--- src/verilog/tile_pkg.sv ---
`default_nettype none

package tile_pkg;

    localparam int CELL_W    = 5;   // Exponent bits, zero is an empty cell
    localparam int GRID_N    = 4;
    localparam int NUM_CELLS = GRID_N * GRID_N;
    localparam int POS_W     = 4;   // Row in the upper half, column in the lower

    typedef logic [CELL_W-1:0] cell_t;

    // Index 0 is the end the tiles slide toward
    typedef cell_t [GRID_N-1:0] row_t;

    // Cell p sits at bit CELL_W*p
    typedef row_t [GRID_N-1:0] board_t;

    // Entry 0 is tried first
    typedef logic [NUM_CELLS-1:0][POS_W-1:0] order_t;

    typedef enum logic [1:0] {
        LEFT  = 2'd0,
        UP    = 2'd1,
        RIGHT = 2'd2,
        DOWN  = 2'd3
    } dir_t;

    localparam cell_t SPAWN_SMALL = 5'd1;   // Nonzero roll
    localparam cell_t SPAWN_LARGE = 5'd2;   // Zero roll

endpackage

`default_nettype wire
--- src/verilog/board_stage_if.sv ---
`timescale 1ns/1ps
`default_nettype none

interface board_stage_if #(
    parameter int ROLL_W = 6
);
    import tile_pkg::*;

    logic              valid;
    logic              ready;
    board_t            board;
    dir_t              dir;
    order_t            order;
    logic [ROLL_W-1:0] roll;
    logic              moved;   // Only meaningful after execute

    modport src (
        output valid, board, dir, order, roll, moved,
        input  ready
    );

    modport dst (
        input  valid, board, dir, order, roll, moved,
        output ready
    );

endinterface

`default_nettype wire

--- src/verilog/move_decode.sv ---
`timescale 1ns/1ps
`default_nettype none

module move_decode #(
    parameter int ROLL_W = 6
) (
    input  logic              clk,
    input  logic              rst,
    input  logic              in_valid,
    output logic              in_ready,
    input  tile_pkg::board_t  board_in,
    input  tile_pkg::dir_t    dir,
    input  tile_pkg::order_t  order,
    input  logic [ROLL_W-1:0] roll,
    board_stage_if.src        dn
);
    import tile_pkg::*;

    board_t rotated;
    logic   take;

    assign in_ready = !dn.valid || dn.ready;   // Empty or draining
    assign take     = in_valid && in_ready;
    assign dn.moved = 1'b0;

    // Merge frame cell [i][j] picks its source cell by direction
    always_comb begin
        for (int i = 0; i < GRID_N; i++) begin
            for (int j = 0; j < GRID_N; j++) begin
                case (dir)
                    LEFT:    rotated[i][j] = board_in[i][j];
                    UP:      rotated[i][j] = board_in[j][i];
                    RIGHT:   rotated[i][j] = board_in[i][GRID_N-1-j];
                    default: rotated[i][j] = board_in[GRID_N-1-j][i];   // DOWN
                endcase
            end
        end
    end

    always_ff @(posedge clk) begin
        if (rst) begin
            dn.valid <= 1'b0;
        end else if (take) begin
            dn.valid <= 1'b1;
        end else if (dn.ready) begin
            dn.valid <= 1'b0;
        end
    end

    always_ff @(posedge clk) begin
        if (take) begin
            dn.board <= rotated;
            dn.dir   <= dir;
            dn.order <= order;
            dn.roll  <= roll;
        end
    end

endmodule

`default_nettype wire

--- src/flat_wrapper.sv ---
// flat-port wrapper written by rule: the top's interface ports become plain ports
module move_decode_flat import tile_pkg::*;
#(
    parameter int ROLL_W = 6
)
  (clk, rst, in_valid, in_ready, board_in, dir, order, roll, dn_valid, dn_board, dn_dir, dn_order, dn_roll, dn_moved, dn_ready);
  board_stage_if #(.ROLL_W(ROLL_W)) dn_i ();
  input  logic clk;
  input  logic rst;
  input  logic in_valid;
  output logic in_ready;
  input  tile_pkg::board_t board_in;
  input  tile_pkg::dir_t dir;
  input  tile_pkg::order_t order;
  input  logic [ROLL_W-1:0] roll;
  output wire logic [$bits(dn_i.valid)-1:0] dn_valid;
  output wire logic [$bits(dn_i.board)-1:0] dn_board;
  output wire logic [$bits(dn_i.dir)-1:0] dn_dir;
  output wire logic [$bits(dn_i.order)-1:0] dn_order;
  output wire logic [$bits(dn_i.roll)-1:0] dn_roll;
  output wire logic [$bits(dn_i.moved)-1:0] dn_moved;
  input wire logic [$bits(dn_i.ready)-1:0] dn_ready;
  assign dn_valid = dn_i.valid;
  assign dn_board = dn_i.board;
  assign dn_dir = dn_i.dir;
  assign dn_order = dn_i.order;
  assign dn_roll = dn_i.roll;
  assign dn_moved = dn_i.moved;
  assign dn_i.ready = dn_ready;
  move_decode #(.ROLL_W(ROLL_W)) u_core (.clk(clk), .rst(rst), .in_valid(in_valid), .in_ready(in_ready), .board_in(board_in), .dir(dir), .order(order), .roll(roll), .dn(dn_i));
endmodule
--- config.mk ---
export PLATFORM = sky130hd
export DESIGN_NAME = move_decode_flat
export DESIGN_NICKNAME = d
export VERILOG_FILES = /design/src/verilog/tile_pkg.sv /design/src/verilog/board_stage_if.sv /design/src/verilog/move_decode.sv /design/src/flat_wrapper.sv
export SDC_FILE = /design/constraint.sdc
export NUM_CORES = 1
export LEC_CHECK = 0
export BUFFER_PORTS_ARGS = -buffer_cell sky130_fd_sc_hd__clkbuf_2
export CAP_MARGIN = 20
export CORE_MARGIN = 5
export CORE_UTILIZATION = 30
export CTS_CLUSTER_DIAMETER = 100
export CTS_CLUSTER_SIZE = 25
export DETAILED_ROUTE_END_ITERATION = 10
export GPL_TIMING_DRIVEN = 0
export PLACE_DENSITY = 0.61
export SLEW_MARGIN = 20
export SYNTH_ARGS = -nofsm -noshare
export SYNTH_HDL_FRONTEND = slang
export SYNTH_SLANG_ARGS = --single-unit
--- constraint.sdc ---
create_clock -name clk -period 10.35 [get_ports clk]
set_clock_uncertainty 0.15 [all_clocks]
set_input_delay 1.5525 -clock clk [delete_from_list [all_inputs] [get_ports clk]]
set_output_delay 1.5525 -clock clk [all_outputs]
set_load 0.02 [all_outputs]
==> results.md <==
* Fraction of final layout cells with drive strength greater than 1 at 68.40%
* Horizontal extent of the die at 156.3 um
* Cell family contributing the most delay on the critical path: buffers and inverters
* Detailed-route wire length at 17,750 um
* Total setup buffers inserted after CTS at 0
* Outcome: finished, final reports clean
* Worst-path clk slew at 0.06 ns
* Critical-path top delay cell: sky130_fd_sc_hd__clkbuf_2
* Ys Warns at 0
* Max-slew violations at 0
* Switching Share at 25.68%
* Number of standard cells after synthesis at 290
* Wire length on met3 at 1499 um
* Sequential share of the synthesized area at 71.44%
* Antenna Cells at 0
* First-pass GRT wire length at 26,120 um
* Worst hold path endpoint: u_core.dn.valid
* Worst path required time at 8.65 ns
* Final Non-Filler Cells at 908
* Area of the mapped netlist at 6417 um2
* Number of buffers between clock root and the deepest sink at 2
* Iter 0 DRT Violations at 217
* Hold Startpoint: u_core.dn.valid
* Wire length on met1 at 6984 um
* Pin count of the biggest net entering global routing at 64
* CTS tree: yes
* Area contributors post-synth: sky130_fd_sc_hd__edfxtp_1, sky130_fd_sc_hd__mux4_2, sky130_fd_sc_hd__mux2_2
* Final design utilization at 42.68%
* Core Box Area at 21,020 um2
* Count of cells along the worst register-to-register path at 3
* Number of buffer and inverter instances along the worst setup path at 2
* Highest layer used for signal routing: met4
* TritonCTS buffer count at 17
* Leading cell type in the layout, fill and taps excluded: sky130_fd_sc_hd__clkbuf_2
* Internal power component at 0.001198 W
* Max-capacitance violation count at 0
* Worst Setup End Kind: output port
* Total number of H-tree levels at 4
* Via density at 4.612
* Number of iterations in the first detailed-routing pass at 4
* Quantity of hold-fixing buffers added after cts at 0
* Seq cells post-synth at 153
* Area Overhead vs Synth at 39.81%
* Antenna violations before repair at 0
* Total of cells resized after clock tree synthesis at 0
* Clock Power Share at 39.5%
* Worst skew pair latency at 0.41 ns
* Critical path type: in2out
* Final period util at 35.38%
* Die area at 24,420 um2
* Total count of hold-check failures in the final report at 0
* NetSw at 0.0004139 W
* Slack of the worst reg-to-reg path at 8.57 ns
* Share of the synthesized area in the top cell type at 71.12%
* Sequential group share of total power at 46.3%
* Crit path launch type: primary input
* Tightest Hold Check Type: reg2reg
* Power per cell area at 179.7 nW/um2
* Cell depth of the worst hold path at 2
* Arrival time of data at the critical path endpoint at 1.96 ns
* Synthesized area divided by synthesized cell count at 22.13 um2
* Placement Rows at 53
* Final critical delay including setup and external delays at 3.662 ns
* Library cell occupying the most area in the post-synthesis netlist: sky130_fd_sc_hd__edfxtp_1
* Met2 WL post-DR at 9019 um
* Vias after detailed routing at 4,188
* Cell-by-cell trace of the critical path: clkbuf_2 > nand2b_1 > clkbuf_2
* Number of global-route vias before repair at 4,487
* Largest stage delay on the critical path at 0.17 ns
* Highest-count cells in the layout ignoring fill and taps: sky130_fd_sc_hd__clkbuf_2, sky130_fd_sc_hd__edfxtp_1, sky130_fd_sc_hd__mux4_2
* Cell variety after synth at 17
* HPWL reported at the end of detailed placement at 13,770 um
* Post-synthesis net count at 446
* DRT antenna net count at 0
* R2r endpoint: u_core.dn.board[52]
* Clock net sink count at 153
* Root buffer cell: sky130_fd_sc_hd__clkbuf_16
* Residual overflow from global routing at 0
* Number of top-level pins at 311
* Cell count after placement at 876
* Initial Utilization at 30.53%
* Count of input and output buffers at 309
* Maximum achievable frequency at 273.1 MHz
* Static power due to leakage at 3.826 nW
* Largest fanout on the critical path at 3
* Total GRT Usage at 14.13%
* Routed length per instance at 19.54 um
* Residual DRC at 0
* RSZ-0062 raised after global routing: false
* Final count of negative-setup-slack endpoints at 0
* Top cell by count, worst path: sky130_fd_sc_hd__clkbuf_2
* Count of nets after finishing at 776
* Start of the worst register-to-register path: u_core.dn.valid
* Highest ir drop seen on vdd at 99.51 uV
* RePlAce Congestion at 0.8103
* Die boundary height at 156.3 um
* Part of the total power dissipated in combinational logic at 14.1%
* Final TNS setup at 0 ns
-- power groups by stage --
| stage | clock network [W] | registers [W] | logic [W] |
|---|---|---|---|
| final | 0.000637 | 0.000747 | 0.000228 |
| after global routing | 0.000687 | 0.000751 | 0.000243 |
| after CTS | 0.000654 | 0.000748 | 0.000231 |
| after detailed placement | 0 | 0.000761 | 0.000231 |
| after global placement | 0 | 0.000767 | 0.000222 |
| after floorplan | 0 | 0.000819 | 0.0000761 |
-- Yosys cell counts --
library cell	instances
sky130_fd_sc_hd__mux2i_1	14
sky130_fd_sc_hd__mux4_2	33
sky130_fd_sc_hd__nor2_1	7
sky130_fd_sc_hd__mux2_2	26
sky130_fd_sc_hd__inv_1	8
sky130_fd_sc_hd__dfxtp_1	1
sky130_fd_sc_hd__nand2b_1	1
sky130_fd_sc_hd__buf_12	1
sky130_fd_sc_hd__mux4_1	7
sky130_fd_sc_hd__buf_6	6
sky130_fd_sc_hd__buf_2	2
sky130_fd_sc_hd__and2_1	1
sky130_fd_sc_hd__a21oi_1	8
sky130_fd_sc_hd__edfxtp_1	152
sky130_fd_sc_hd__conb_1	1
sky130_fd_sc_hd__mux2_4	13
sky130_fd_sc_hd__buf_4	9
-- flip-flops by register name (all words and copies together) (netlist names) --
name             cells
u_core.dn.roll       6
u_core.dn.valid      1
u_core.dn.dir        2
u_core.dn.order     64
u_core.dn.board     80
-- worst max-delay path by stage --
stage                               end      from  depth (start not counted)
floorplan            u_core.dn.board[0]  dn_ready                          2
global placement    u_core.dn.board[26]  dn_ready                          3
detailed placement             in_ready  dn_ready                          3
CTS                            in_ready  dn_ready                          3
global route                   in_ready  dn_ready                          3
finish                         in_ready  dn_ready                          3
-- layout make-up --
cell class,count,area (um2)
tap,275,344.1
clock inverter,14,177.7
inverter,8,30.03
multi-input combinational,111,1640
fill,1886,12050
sequential,153,4584
clock buffer,18,429.2
timing repair buffer,311,1602
buffer,18,165.2
-- logic make-up after synthesis --
group	after synthesis	synth area share, %
muxes	93	24.23
DFF	153	71.44
and+or+nand+nor	9	0.6046
buffers and inverters	26	3.041
other	1	0.05843
AOI/OAI and AO/OA	8	0.6239
-- stage by stage --
| stage | total power, W | area, um2 | hold WS, ns | setup slack, ns |
|---|---|---|---|---|
| final | 0.001612 | 8972 | 0.4124 | 6.688 |
| after global routing | 0.001681 | 8972 | 0.4412 | 6.666 |
| after CTS | 0.001633 | 8972 | 0.4085 | 6.693 |
| after detailed placement | 0.0009921 | 8366 | 0.4001 | 6.693 |
| after global placement | 0.0009896 | 8308 | 0.3522 | 3.306 |
| after floorplan | 0.0008952 | 6417 | 0.5790 | 4.338 |
-- worst register-to-register path, cell delays in order (launching register included) --
cell	delay [ns]
sky130_fd_sc_hd__dfxtp_1	0.32
sky130_fd_sc_hd__nand2b_1	0.11
sky130_fd_sc_hd__and2_4	0.47
sky130_fd_sc_hd__buf_16	0.36
-- routing by layer --
layer	global-route usage [%]	vias up
met2	24.12	212
met5	0	-
li1	-	1871
met3	3.982	15
met1	17.18	2090
met4	5.041	0
No activity file was read; power rests on OpenSTA's default activity.
