### src/verilog/tile_pkg.sv
`default_nettype none

package tile_pkg;

    localparam int CELL_W    = 5;   // Exponent bits, zero is an empty cell
    localparam int GRID_N    = 4;
    localparam int NUM_CELLS = GRID_N * GRID_N;
    localparam int POS_W     = 4;   // Row in the upper half, column in the lower

    typedef logic [CELL_W-1:0] cell_t;

    // Index 0 is the end the tiles slide toward
    typedef cell_t [GRID_N-1:0] row_t;

    // Cell p sits at bit CELL_W*p
    typedef row_t [GRID_N-1:0] board_t;

    // Entry 0 is tried first
    typedef logic [NUM_CELLS-1:0][POS_W-1:0] order_t;

    typedef enum logic [1:0] {
        LEFT  = 2'd0,
        UP    = 2'd1,
        RIGHT = 2'd2,
        DOWN  = 2'd3
    } dir_t;

    localparam cell_t SPAWN_SMALL = 5'd1;   // Nonzero roll
    localparam cell_t SPAWN_LARGE = 5'd2;   // Zero roll

endpackage

`default_nettype wire
### src/verilog/board_stage_if.sv
`timescale 1ns/1ps
`default_nettype none

interface board_stage_if #(
    parameter int ROLL_W = 6
);
    import tile_pkg::*;

    logic              valid;
    logic              ready;
    board_t            board;
    dir_t              dir;
    order_t            order;
    logic [ROLL_W-1:0] roll;
    logic              moved;   // Only meaningful after execute

    modport src (
        output valid, board, dir, order, roll, moved,
        input  ready
    );

    modport dst (
        input  valid, board, dir, order, roll, moved,
        output ready
    );

endinterface

`default_nettype wire

### src/verilog/line_merge.sv
`timescale 1ns/1ps
`default_nettype none

module line_merge (
    input  tile_pkg::row_t row_in,
    output tile_pkg::row_t row_out,
    output logic           moved
);
    import tile_pkg::*;

    cell_t comp_cells [GRID_N+1];   // Spare top slot stays zero

    // Slide the nonzero cells down to index 0, keeping their order
    always_comb begin : compact
        int n;
        n = 0;
        for (int k = 0; k <= GRID_N; k++) begin
            comp_cells[k] = '0;
        end
        for (int k = 0; k < GRID_N; k++) begin
            if (row_in[k] != '0) begin
                comp_cells[n] = row_in[k];
                n++;
            end
        end
    end

    // Pair equal neighbours from index 0 upward, each cell merges at most once
    always_comb begin : merge
        int   o;
        logic skip;
        o       = 0;
        skip    = 1'b0;
        row_out = '0;
        for (int k = 0; k < GRID_N; k++) begin
            if (skip) begin
                skip = 1'b0;   // Consumed by the previous merge
            end else if (comp_cells[k] != '0) begin
                if (comp_cells[k] == comp_cells[k+1]) begin
                    row_out[o] = comp_cells[k] + 1'b1;   // Wraps past 31
                    skip       = 1'b1;
                end else begin
                    row_out[o] = comp_cells[k];
                end
                o++;
            end
        end
    end

    assign moved = (row_out != row_in);

endmodule

`default_nettype wire

### src/verilog/merge_execute.sv
`timescale 1ns/1ps
`default_nettype none

module merge_execute (
    input logic        clk,
    input logic        rst,
    board_stage_if.dst up,
    board_stage_if.src dn
);
    import tile_pkg::*;

    board_t            merged;
    logic [GRID_N-1:0] row_moved;
    logic              take;

    assign up.ready = !dn.valid || dn.ready;
    assign take     = up.valid && up.ready;

    for (genvar r = 0; r < GRID_N; r++) begin : g_row
        line_merge u_line (
            .row_in  (up.board[r]),
            .row_out (merged[r]),
            .moved   (row_moved[r])
        );
    end

    always_ff @(posedge clk) begin
        if (rst) begin
            dn.valid <= 1'b0;
        end else if (take) begin
            dn.valid <= 1'b1;
        end else if (dn.ready) begin
            dn.valid <= 1'b0;
        end
    end

    always_ff @(posedge clk) begin
        if (take) begin
            dn.board <= merged;
            dn.moved <= |row_moved;   // Any row changed
            dn.dir   <= up.dir;
            dn.order <= up.order;
            dn.roll  <= up.roll;
        end
    end

endmodule

`default_nettype wire

### src/flat_wrapper.sv
// flat-port wrapper written by rule: the top's interface ports become plain ports
module merge_execute_flat import tile_pkg::*;
  (clk, rst, up_valid, up_board, up_dir, up_order, up_roll, up_moved, up_ready, dn_valid, dn_board, dn_dir, dn_order, dn_roll, dn_moved, dn_ready);
  board_stage_if up_i ();
  board_stage_if dn_i ();
  input logic clk;
  input logic rst;
  input wire logic [$bits(up_i.valid)-1:0] up_valid;
  input wire logic [$bits(up_i.board)-1:0] up_board;
  input wire logic [$bits(up_i.dir)-1:0] up_dir;
  input wire logic [$bits(up_i.order)-1:0] up_order;
  input wire logic [$bits(up_i.roll)-1:0] up_roll;
  input wire logic [$bits(up_i.moved)-1:0] up_moved;
  output wire logic [$bits(up_i.ready)-1:0] up_ready;
  output wire logic [$bits(dn_i.valid)-1:0] dn_valid;
  output wire logic [$bits(dn_i.board)-1:0] dn_board;
  output wire logic [$bits(dn_i.dir)-1:0] dn_dir;
  output wire logic [$bits(dn_i.order)-1:0] dn_order;
  output wire logic [$bits(dn_i.roll)-1:0] dn_roll;
  output wire logic [$bits(dn_i.moved)-1:0] dn_moved;
  input wire logic [$bits(dn_i.ready)-1:0] dn_ready;
  assign up_i.valid = up_valid;
  assign up_i.board = up_board;
  assign up_i.dir = up_dir;
  assign up_i.order = up_order;
  assign up_i.roll = up_roll;
  assign up_i.moved = up_moved;
  assign up_ready = up_i.ready;
  assign dn_valid = dn_i.valid;
  assign dn_board = dn_i.board;
  assign dn_dir = dn_i.dir;
  assign dn_order = dn_i.order;
  assign dn_roll = dn_i.roll;
  assign dn_moved = dn_i.moved;
  assign dn_i.ready = dn_ready;
  merge_execute u_core (.clk(clk), .rst(rst), .up(up_i), .dn(dn_i));
endmodule
### config.mk
export PLATFORM = sky130hd
export DESIGN_NAME = merge_execute_flat
export DESIGN_NICKNAME = d
export VERILOG_FILES = /design/src/verilog/tile_pkg.sv /design/src/verilog/board_stage_if.sv /design/src/verilog/line_merge.sv /design/src/verilog/merge_execute.sv /design/src/flat_wrapper.sv
export SDC_FILE = /design/constraint.sdc
export NUM_CORES = 1
export LEC_CHECK = 0
export BUFFER_PORTS_ARGS = -buffer_cell sky130_fd_sc_hd__clkbuf_2
export CELL_PAD_IN_SITES_DETAIL_PLACEMENT = 1
export CELL_PAD_IN_SITES_GLOBAL_PLACEMENT = 1
export CORE_ASPECT_RATIO = 1.1
export CORE_MARGIN = 2
export CORE_UTILIZATION = 43
export DETAILED_ROUTE_END_ITERATION = 6
export PLACE_DENSITY_LB_ADDON = 0.1
export SYNTH_ARGS = -nofsm -noshare
export SYNTH_HDL_FRONTEND = slang
export SYNTH_SLANG_ARGS = --single-unit
### constraint.sdc
create_clock -name clk -period 10.46 [get_ports clk]
set_clock_uncertainty 0.05 [all_clocks]
set_input_delay 1.569 -clock clk [delete_from_list [all_inputs] [get_ports clk]]
set_output_delay 1.569 -clock clk [all_outputs]
set_load 0.01 [all_outputs]
==> flow_summary.yaml <==
sta:
  rsz0062_at_grt: "no"
  slew_headroom_pct: 24.2
  final_slew_viol_count: 0
  transition_time_of_the_tightest_slew_check_pin_ns: 1.13
  max_freq_mhz: 105
  tns_ns: 0
  number_of_hold_violations_in_the_final_report: 0
  final.setup.worst_slack_ns: 0.932
  final.min_clock_period_ns: 9.53
  finalCritPeriodShare_pct: 91.1
  setup_viol: 0
clock_network:
  cts_hold_buffers: 0
  clockRootBuffer: "clkbuf_16"
  h-tree-depth: 4
  clkLatencyLatePin_ns: 0.46
  cts_tree: "yes"
  post_cts_repair_setup_buffers: 0
  worst_setup_hold_path_clk_slew_ns: 0.07
  cts_buffers: 17
  ctsLongestPathBuffers: 2
  postCtsResizedCells: 0
  cts_num_sinks: 154
critical_path:
  worst_setup_path_end_kind: "register"
  cp_top_family: "simple AND/OR/NAND/NOR gates"
  setup.worst_path.end: "u_core.dn.moved"
  critical_path.most_common_cell: "nor4_1"
  crit_path_max_fanout: 15
  crit_path_start_kind: "primary input"
  worst-path-stages: 21
  crit_path_start: "up_board[63]"
  crit_slowest_cell: "fa_1"
  cp_num_buf_inv: 2
  timing.rr.start: "u_core.dn.valid"
  reg2reg_setup_slack_ns: 7.56
  worst-endpoint-arrival_ns: 9.63
  reg2reg_to: "u_core.dn.board[27]"
  required_ns: 10.56
  ff2ff_path_depth: 4
  max_stage_delay_ns: 0.82
  crit_path_cell_trace: "clkbuf_2, nor3_1, nand2_1, fa_1, nor2_1, o21ai_0, a32oi_1, ha_1, nand2_1, nor4_1, inv_1, ha_1, o311ai_1, a21oi_1, nor2b_1, a221oi_1, o32ai_1, nor4_1, nand4_1, nor4_1, nand4_1"
  crit_type: "in -> reg"
logic_synthesis:
  postSynth.topFlopCell: "edfxtp_1"
  yosys.area.top_type_share_pct: 28.0
  synth.avg_cell_area_um2: 8.38
  synth_edf_count: 153
  post-synth-top-area-cell: "edfxtp_1"
  synthesis.instances: 1959
  seq_area_frac_synth_pct: 28.1
  synth.ff_latch_count: 154
  synth.top_cells.by_area: "edfxtp_1, xnor2_1, ha_1"
  syn-num-nets: 2172
  area_of_the_mapped_netlist_mm2: 0.0164
  ys_types: 106
  synth_warnings: 0
  synthArstFlopShare_pct: 0
final_layout:
  fin_area_mm2: 0.0188
  seqCellArea_mm2: 0.00461
  area_growth_pct: 14.5
  fillCellCount: 4662
  area_of_the_multi_input_gates_mm2: 0.0108
  fin_cells: 2712
  num_antenna_cells: 0
  final_layout_size_suffix_gt1_share_pct: 20.1
  nets: 2412
floorplanning:
  design.die.area_mm2: 0.0398
  fp.coreArea_mm2: 0.0379
  io-pin-count: 312
  initial_core_utilization_pct: 43.3
  die-width_um: 190
  rows: 75
  die-height_um: 209
placed_design:
  place_hpwl_um: 55600
  place.port_buffers: 310
  detailed_place.area_mm2: 0.0183
  globalplace.congestion: 0.950
  dp.cells: 2680
  pre_cts_ws_ns: 0.973
worst_hold_path:
  min-delay-path-class: "reg -> reg"
global_route:
  vias_in_the_first_global_route: 17771
  overflow: 0
  gr_util_all_layers_pct: 34.6
  global_route_wire_length_before_repair_um: 107000
  antenna_found_initial: 2
  grt_start_max_net_pins: 77
routing:
  viasPerCell: 6.65
  wl_per_cell_um: 26.0
  first_pass_drt_iterations: 5
  drt_iter0_markers: 1444
  wl_um: 70600
  dr_total_vias: 18036
  drt.antenna.violating_nets: 0
  drc: 0
power:
  total_power_mw: 2.23
  power.density_mw_per_mm2: 119
  p_leak_nw: 7.64
  worst_ir_drop_vdd_uv: 115
outcome:
  run_status: "complete, no violations"
run:
  max_capacitance_violation_total: 0
==> per-layer routing <==
| metal | GRT usage [%] | part of all wire [%] | wire, um | vias up |
|---|---|---|---|---|
| li1 | - | - | - | 8090 |
| met1 | 44.7 | 41 | 29100 | 8939 |
| met2 | 57.4 | 47 | 33100 | 840 |
| met3 | 5.16 | 7.6 | 5380 | 163 |
| met4 | 15.1 | 4.2 | 2970 | 4 |
| met5 | 0 | 0.047 | 33 | - |
==> worst min-delay path by stage <==
stage,startpoint,end,slack (ns),depth (start not counted)
after floorplan,u_core.dn.valid,u_core.dn.valid,0.54,2
after global placement,u_core.dn.valid,u_core.dn.valid,0.46,2
after detailed placement,u_core.dn.valid,u_core.dn.valid,0.48,2
after CTS,u_core.dn.valid,u_core.dn.valid,0.49,2
after global routing,u_core.dn.valid,u_core.dn.valid,0.51,2
final,u_core.dn.valid,u_core.dn.valid,0.48,2
==> synth_stat cells (all sizes together), types with 14 or more instances <==
| cell type | instances |
|---|---|
| buf | 25 |
| a211o | 21 |
| nor4 | 41 |
| o211ai | 33 |
| nand4 | 39 |
| a21o | 20 |
| o21ai | 103 |
| nor3 | 80 |
| and3 | 22 |
| a32oi | 21 |
| ha | 52 |
| a31oi | 23 |
| nand2 | 170 |
| o32ai | 14 |
| a21oi | 76 |
| edfxtp | 153 |
| a311oi | 14 |
| nand3 | 55 |
| and2 | 41 |
| o211a | 14 |
| mux2i | 49 |
| nor2b | 17 |
| or4 | 21 |
| or3 | 24 |
| xnor2 | 76 |
| nand2b | 25 |
| a22o | 18 |
| a211oi | 37 |
| xor2 | 31 |
| or2 | 17 |
| o22ai | 42 |
| inv | 135 |
| nor2 | 126 |
| clkbuf | 81 |
==> cell usage in the layout (no fill, tap or decap), types with 13 or more instances in the layout <==
| cell | Yosys | layout |
|---|---|---|
| a32oi_1 | 21 | 21 |
| a311oi_1 | 14 | 14 |
| xnor2_1 | 76 | 76 |
| o22a_1 | 13 | 13 |
| inv_1 | 134 | 134 |
| nor2_1 | 125 | 125 |
| a22o_1 | 18 | 18 |
| nand2b_1 | 25 | 25 |
| a31oi_1 | 23 | 23 |
| and3_1 | 22 | 22 |
| ha_1 | 52 | 52 |
| o21ai_0 | 84 | 84 |
| o22ai_1 | 42 | 42 |
| or2_2 | 17 | 17 |
| nand2_1 | 168 | 168 |
| o211a_1 | 14 | 14 |
| buf_4 | 0 | 17 |
| a21o_1 | 20 | 20 |
| or3_1 | 24 | 24 |
| or4_1 | 17 | 17 |
| a21oi_1 | 74 | 74 |
| a211o_1 | 21 | 21 |
| nand3_1 | 55 | 55 |
| o211ai_1 | 32 | 32 |
| clkbuf_16 | 0 | 17 |
| clkbuf_2 | 0 | 310 |
| a211oi_1 | 36 | 36 |
| and2_1 | 37 | 36 |
| nor2b_1 | 17 | 17 |
| nor4_1 | 34 | 34 |
| mux2i_1 | 49 | 49 |
| nand4_1 | 39 | 39 |
| nor3_1 | 78 | 78 |
| edfxtp_1 | 153 | 153 |
| xor2_1 | 31 | 31 |
==> worst register-to-register path: cells and delay by family, from the launching register on <==
family                 cells  cell delay, ns
buffers and inverters      2            1.43
flip-flops                 1            0.31
AND/OR/NAND/NOR            2            0.61
==> area by class of cell <==
| cell class | instances | share of cell area [%] |
|---|---|---|
| Sequential cell | 154 | 24.5 |
| Multi-Input combinational cell | 1564 | 57.6 |
| Clock buffer | 19 | 2.30 |
| Timing Repair Buffer | 327 | 8.93 |
| Inverter | 135 | 2.70 |
| Tap cell | 500 | 3.33 |
| Clock inverter | 13 | 0.579 |
==> report_power, final <==
| group | switching, mW | internal [mW] | total, mW |
|---|---|---|---|
| Combinational | 0.568 | 0.286 | 0.854 |
| Clock | 0.294 | 0.309 | 0.602 |
| Sequential | 0.0182 | 0.754 | 0.772 |
==> sequential cells by signal (all words and copies together) (netlist names) <==
name             cells
u_core.dn.moved      1
u_core.dn.board     80
u_core.dn.order     64
u_core.dn.dir        2
u_core.dn.valid      1
u_core.dn.roll       6
==> through the flow <==
stage	hold slack, ns	util (%)
global route	0.508	49.6
finish	0.479	49.6
floorplan	0.543	-
global placement	0.462	48.2
detailed placement	0.481	48.2
CTS	0.488	49.6
==> cell families (layout without fill, tap and decap cells) <==
| kind of cell | after synthesis | after routing | synth area share [%] |
|---|---|---|---|
| adders and majority gates | 56 | 56 | 4.45 |
| and+or+nand+nor | 717 | 717 | 23.1 |
| muxes | 61 | 61 | 3.81 |
| DFF | 154 | 154 | 28.1 |
| buffers and inverters | 241 | 494 | 5.91 |
| AOI/OAI and AO/OA | 623 | 623 | 28.9 |
| xor gates and xnor gates | 107 | 107 | 5.71 |
No activity file was read; power rests on OpenSTA's default activity.
